### config.mk
export PLATFORM = sky130hd
export DESIGN_NAME = cur_buffer
export DESIGN_NICKNAME = d
export VERILOG_FILES = /design/src/hdl/cur_buf_pkg.sv /design/src/hdl/cur_buffer.sv /design/src/hdl/cur_row_blend.sv /design/src/hdl/cur_pingpong_buf.sv /design/src/hdl/cur_fetch_ctrl.sv
export VERILOG_INCLUDE_DIRS = /design/src /design/src/hdl
export SDC_FILE = /design/constraint.sdc
export NUM_CORES = 2
export LEC_CHECK = 0
export BUFFER_PORTS_ARGS = -buffer_cell sky130_fd_sc_hd__buf_2
export CAP_MARGIN = 20
export CORE_MARGIN = 4
export CORE_UTILIZATION = 25
export DETAILED_ROUTE_END_ITERATION = 6
export GPL_TIMING_DRIVEN = 0
export PLACE_DENSITY_LB_ADDON = 0.2
export SETUP_SLACK_MARGIN = 0.15
export SLEW_MARGIN = 20
export SYNTH_ARGS = -nofsm -noshare
export SYNTH_HDL_FRONTEND = slang
export SYNTH_HIERARCHICAL = 1
export SYNTH_SLANG_ARGS = --single-unit
### constraint.sdc
create_clock -name clk -period 10.7 [get_ports clk]
set_clock_uncertainty 0.2 [all_clocks]
set_input_delay 0.535 -clock clk [delete_from_list [all_inputs] [get_ports clk]]
set_output_delay 0.535 -clock clk [all_outputs]
set_load 0.005 [all_outputs]
### src/hdl/cur_buf_consts.svh
`ifndef CUR_BUF_CONSTS_SVH
`define CUR_BUF_CONSTS_SVH

// pixel and memory word geometry
`define CB_PIX_W        8
`define CB_WORD_W       32
`define CB_WORD_PIX     (`CB_WORD_W / `CB_PIX_W)

// block geometry, 8x8 pixels
`define CB_ROW_W        64
`define CB_ROW_PIX      (`CB_ROW_W / `CB_PIX_W)
`define CB_ROWS         8
`define CB_WORDS        16
`define CB_WIDX_W       4

// memory side, byte addressed
`define CB_ADDR_W       32
`define CB_ADDR_STEP    4

// row-by-row switchover to a new block
`define CB_BLEND_CYCLES 7
`define CB_STEP_W       3

`endif
### src/hdl/cur_buf_pkg.sv
`include "cur_buf_consts.svh"

package cur_buf_pkg;

    // one 64-bit row of eight pixels, pixel 0 in the low byte
    typedef logic [`CB_ROW_PIX-1:0][`CB_PIX_W-1:0] cb_row_t;

    // row 0 is least significant
    // fetch word i lands at bit 32*i, so row r holds words 2r and 2r+1
    typedef cb_row_t [`CB_ROWS-1:0] cb_block_t;

    // one memory word of four pixels
    typedef logic [`CB_WORD_PIX-1:0][`CB_PIX_W-1:0] cb_word_t;

    // read request towards memory, answered one cycle later
    typedef struct packed {
        logic                  valid;
        logic [`CB_ADDR_W-1:0] addr;
    } cb_mem_req_t;

    // write port into the inactive bank, aligned with the returning word
    typedef struct packed {
        logic                  en;
        logic [`CB_WIDX_W-1:0] idx;
    } cb_wr_t;

endpackage

### src/hdl/cur_buffer.sv
`timescale 1ns/10ps

module cur_buffer
    import cur_buf_pkg::*;
(
    input  logic        clk,
    input  logic        rst,
    input  logic        en,
    input  logic        next_block,
    input  cb_word_t    cur_in,
    output cb_mem_req_t mem_req,
    output cb_block_t   cur_out
);

    logic      start;
    cb_wr_t    wr;
    cb_block_t new_block;
    cb_block_t old_block;

    // fetch sequencing and the start pulse shared by both other stages
    cur_fetch_ctrl cur_fetch_ctrl_inst (
        .clk        (clk),
        .rst        (rst),
        .en         (en),
        .next_block (next_block),
        .start      (start),
        .mem_req    (mem_req),
        .wr         (wr)
    );

    // ping-pong storage, one bank displayed while the other fills
    cur_pingpong_buf cur_pingpong_buf_inst (
        .clk       (clk),
        .rst       (rst),
        .start     (start),
        .wr        (wr),
        .cur_in    (cur_in),
        .new_block (new_block),
        .old_block (old_block)
    );

    // output rows move to the new block one per cycle
    cur_row_blend cur_row_blend_inst (
        .clk       (clk),
        .rst       (rst),
        .en        (en),
        .start     (start),
        .new_block (new_block),
        .old_block (old_block),
        .cur_out   (cur_out)
    );

endmodule

### src/hdl/cur_row_blend.sv
`timescale 1ns/10ps

`include "cur_buf_consts.svh"

module cur_row_blend
    import cur_buf_pkg::*;
(
    input  logic      clk,
    input  logic      rst,
    input  logic      en,
    input  logic      start,
    input  cb_block_t new_block,
    input  cb_block_t old_block,
    output cb_block_t cur_out
);

    localparam logic [`CB_STEP_W-1:0] LAST_STEP = `CB_STEP_W'(`CB_BLEND_CYCLES - 1);

    logic                  blending;
    logic [`CB_STEP_W-1:0] step;

    // step k of the switchover shows rows 0..k from the new block
    always_ff @(posedge clk) begin
        if (rst) begin
            blending <= 1'b0;
            step     <= '0;
        end else if (en) begin
            if (start) begin
                blending <= 1'b1;
                step     <= '0;
            end else if (blending) begin
                if (step == LAST_STEP) begin
                    blending <= 1'b0;
                    step     <= '0;
                end else begin
                    step <= step + 1'b1;
                end
            end
        end
    end

    // per-row select, rows above the step still show the old block
    always_comb begin
        cur_out = '0;
        if (en) begin
            for (int r = 0; r < `CB_ROWS; r++) begin
                if (blending && (r > int'(step))) begin
                    cur_out[r] = old_block[r];
                end else begin
                    cur_out[r] = new_block[r];
                end
            end
        end
    end

endmodule

### src/hdl/cur_pingpong_buf.sv
`timescale 1ns/10ps

`include "cur_buf_consts.svh"

module cur_pingpong_buf
    import cur_buf_pkg::*;
(
    input  logic      clk,
    input  logic      rst,
    input  logic      start,
    input  cb_wr_t    wr,
    input  cb_word_t  cur_in,
    output cb_block_t new_block,
    output cb_block_t old_block
);

    // each bank is sixteen words, word i at bit 32*i as in cb_block_t
    cb_word_t [`CB_WORDS-1:0] bank [2];

    // bank shown as the current block
    logic sel;

    always_ff @(posedge clk) begin
        if (rst) begin
            sel <= 1'b0;
        end else if (start) begin
            sel <= ~sel;
        end
    end

    // incoming words always fill the bank that is not on display
    always_ff @(posedge clk) begin
        if (rst) begin
            bank[0] <= '0;
            bank[1] <= '0;
        end else if (wr.en) begin
            bank[~sel][wr.idx] <= cur_in;
        end
    end

    // after a swap, new_block is the bank the previous fetch filled
    always_comb begin
        new_block = bank[sel];
        old_block = bank[~sel];
    end

endmodule

### src/hdl/cur_fetch_ctrl.sv
`timescale 1ns/10ps

`include "cur_buf_consts.svh"

module cur_fetch_ctrl
    import cur_buf_pkg::*;
(
    input  logic        clk,
    input  logic        rst,
    input  logic        en,
    input  logic        next_block,
    output logic        start,
    output cb_mem_req_t mem_req,
    output cb_wr_t      wr
);

    localparam logic [`CB_WIDX_W-1:0] LAST_WORD = `CB_WIDX_W'(`CB_WORDS - 1);
    localparam logic [`CB_ADDR_W-1:0] ADDR_STEP = `CB_ADDR_W'(`CB_ADDR_STEP);

    logic                  cold_boot;
    logic                  rd_en;
    logic [`CB_WIDX_W-1:0] word_cnt;
    logic [`CB_ADDR_W-1:0] rd_addr;

    // the only place the start condition is decoded
    // the first enabled cycle after reset always starts a fetch
    assign start = en && (next_block || cold_boot);

    always_ff @(posedge clk) begin
        if (rst) begin
            cold_boot <= 1'b1;
            rd_en     <= 1'b0;
            word_cnt  <= '0;
            rd_addr   <= '0;
        end else if (en) begin
            if (start) begin
                // restart from word 0, the address keeps running
                cold_boot <= 1'b0;
                rd_en     <= 1'b1;
                word_cnt  <= '0;
            end else if (rd_en) begin
                rd_addr <= rd_addr + ADDR_STEP;
                if (word_cnt == LAST_WORD) begin
                    rd_en <= 1'b0;
                end else begin
                    word_cnt <= word_cnt + 1'b1;
                end
            end
        end
    end

    always_comb begin
        mem_req.valid = rd_en;
        mem_req.addr  = rd_addr;
    end

    // memory answers one cycle after the request
    // so the write side sees valid and index one cycle late
    // this stage runs even while en is low
    always_ff @(posedge clk) begin
        if (rst) begin
            wr <= '0;
        end else begin
            wr.en  <= rd_en;
            wr.idx <= word_cnt;
        end
    end

endmodule

==> metrics.txt <==
core area=244000 um^2; critical path required time=between 9 and 10 ns; most frequent CP cell=buf_2; met1 wire length=130000 um; worst path buffer plus inverter count=7; most common cell after layout, fill and taps aside=edfxtp_1; Die Wd=~500 um; CP cell instances=buf_6, nand2_1, inv_1, buf_2, clkbuf_1, ha_1, nand2b_1, buf_2, clkbuf_1, nand2_1, a21boi_0, buf_2; CTS Buf Count=134; minimum clock period=just under 6 ns; port bufs=slightly below 600; die area=between 200000 and 300000 um^2; first drt pass iteration count=6; Gate power share=approximately 18%; clock power share=between 30% and 40%; Clk Tree Root Cell=clkbuf_16; Iteration-0 DRC Markers=4828; sequential power share=42.9%; RD Place Congestion=0.877; crit path kind=flop to primary output; commonest non-fill, non-tap cells in the layout=edfxtp_1 (1024), mux2_2 (961), buf_2 (844); RSZ-0062 raised after global routing=no; clk slew on worst S/H paths=roughly 0.060 ns; slowest CP cell=a21boi_0; CTS max path bufs=3; Pins Over Slew Limit=0; layout cells sized above 1=a little over two fifths; Routed WL per cell=between 30 and 40 um; Worst VDD drop=approximately 0.18 mV; synthesized area per cell=11.5 um^2; Worst setup EP type=primary output; Tot GR Track Use=23.4%; vias in the first global route=48000; Net Sw Frac=~29%; Post-DP Area=71300 um^2; fill count=25000; initial antenna violation count=36; drt total wl=between 300000 and 400000 um; PwrDens=approximately 150 nW/um^2; crit-path max FO=10; Pleak=27.0 nW; DR WL met3=approximately 25000 um; Cells after Synth=roughly 5400; status=finished, final reports clean; Syn. warnings=6; Final Power=between 10 and 15 mW; Worst slew margin=around 18%; CTS tree=done; final hold violations=0; HP Class=primary input to flop; post-DP HPWL=231000 um; Final Hold Slack=0.0264 ns; Pint=7.94 mW; count of max-cap constraint violations=0; I/O pin cnt=approximately 580; CP Launch Type=flop; vias=between 40000 and 50000; period utilization=roughly 55%; post-route cell area=75600 um^2; total net switching power=about 3.2 mW; Top Metal Used=met5; synthesized area=between 60000 and 70000 um^2; row cnt=~180; Slowest Stage Delay on Critical Path=between 0.9 and 1 ns; Detail Route Antenna Nets=0; fin nets=6235; initial core utilization=25.2%; Skew-Pair Late Insertion Delay=approximately 0.8 ns; Top delay family on crit path=buffers and inverters; H-tree depth=4; first-pass GRT wire length=414000 um; setup TNS=0 ns; Die H=approximately 500 um; met2 routed WL=135000 um; # DRC=0; Final setup viols=0; pin count of the biggest net entering global routing=25; clock sinks=between 1000 and 1500; Overflow after GRT=0; fmax=between 0.15 and 0.2 GHz; crit path DAT=between 5 and 6 ns; vias per inst=~5.1; layout-stage area growth over the synthesis result=22.7%; worst-margin pin slew=roughly 1.2 ns; post-CTS setup buffer count=0
## state kept, by name, summed over array words and instances (netlist names), named ones only
name,count
cur_pingpong_buf_inst/bank,1024
cur_fetch_ctrl_inst/rd_addr,30
cur_fetch_ctrl_inst/wr,5
cur_fetch_ctrl_inst/word_cnt,4
cur_row_blend_inst/step,3
cur_fetch_ctrl_inst/cold_boot,1
cur_fetch_ctrl_inst/rd_en,1
cur_pingpong_buf_inst/sel,1
cur_row_blend_inst/blending,1
## cell type report
type	instances	area, um^2	area share, %
clock inverters	66	524	0.694
inverters	39	146	0.194
multi-input cells	3616	26700	35.3
well taps	3202	4010	5.30
diodes	18	45.0	0.0596
repair buffers	696	5350	7.08
plain buffers	638	3590	4.75
clock buffers	164	3530	4.68
flip-flops and latches	1071	31700	41.9
## per-layer routing
metal  vias to the layer above  global-route usage [%]
met3                       469                    5.45
li1                      21300                       -
met2                      2146                    36.0
met1                     25000                    30.7
met4                         8                    12.2
met5                         -                       0
## worst min-delay path, cell delays in order
cell and delay, ns:
buf_2 0.08, inv_1 0.10, nor3_1 0.19
## through the flow
| step | std cells | utilization (%) | setup WS, ns |
|---|---|---|---|
| 2_1_floorplan | 5364 | - | 7.16 |
| 3_3_place_gp | 9144 | 28.1 | 4.64 |
| 3_5_place_dp | 9242 | 29.2 | 5.76 |
| 4_1_cts | 9491 | 30.9 | 4.88 |
| 5_1_grt | 9494 | 30.9 | 4.85 |
| 6_report | 9510 | 31.0 | 4.82 |
## path summary, 6_finish.rpt
path | from | to | slack [ns] | cells after the start
setup / recovery | cur_row_blend_inst/step[0] | cur_out[509] | 4.82 | 12
hold / removal | cur_in[9] | cur_pingpong_buf_inst/bank[0][489] | 0.03 | 3
hold reg to reg | cur_fetch_ctrl_inst/word_cnt[3] | cur_fetch_ctrl_inst/wr[3] | 0.28 | 2
setup reg to reg | cur_pingpong_buf_inst/sel | cur_pingpong_buf_inst/bank[0][402] | 7.42 | 6
## what timing repair did
action,in CTS,in global routing
resized for setup,0,0
hold buffers,19,0
hold endpoints to repair,36,0
## power groups by stage
stage                     combinational (mW)  sequential [mW]  clock, mW
final                                   2.00             4.78       4.37
after global routing                    2.09             4.80       4.62
after CTS                               1.99             4.78       4.46
after detailed placement                1.98             4.87          0
after global placement                  1.85             4.88          0
after floorplan                         1.02             4.85          0
Note: power is estimated with default switching activity, not from simulation.
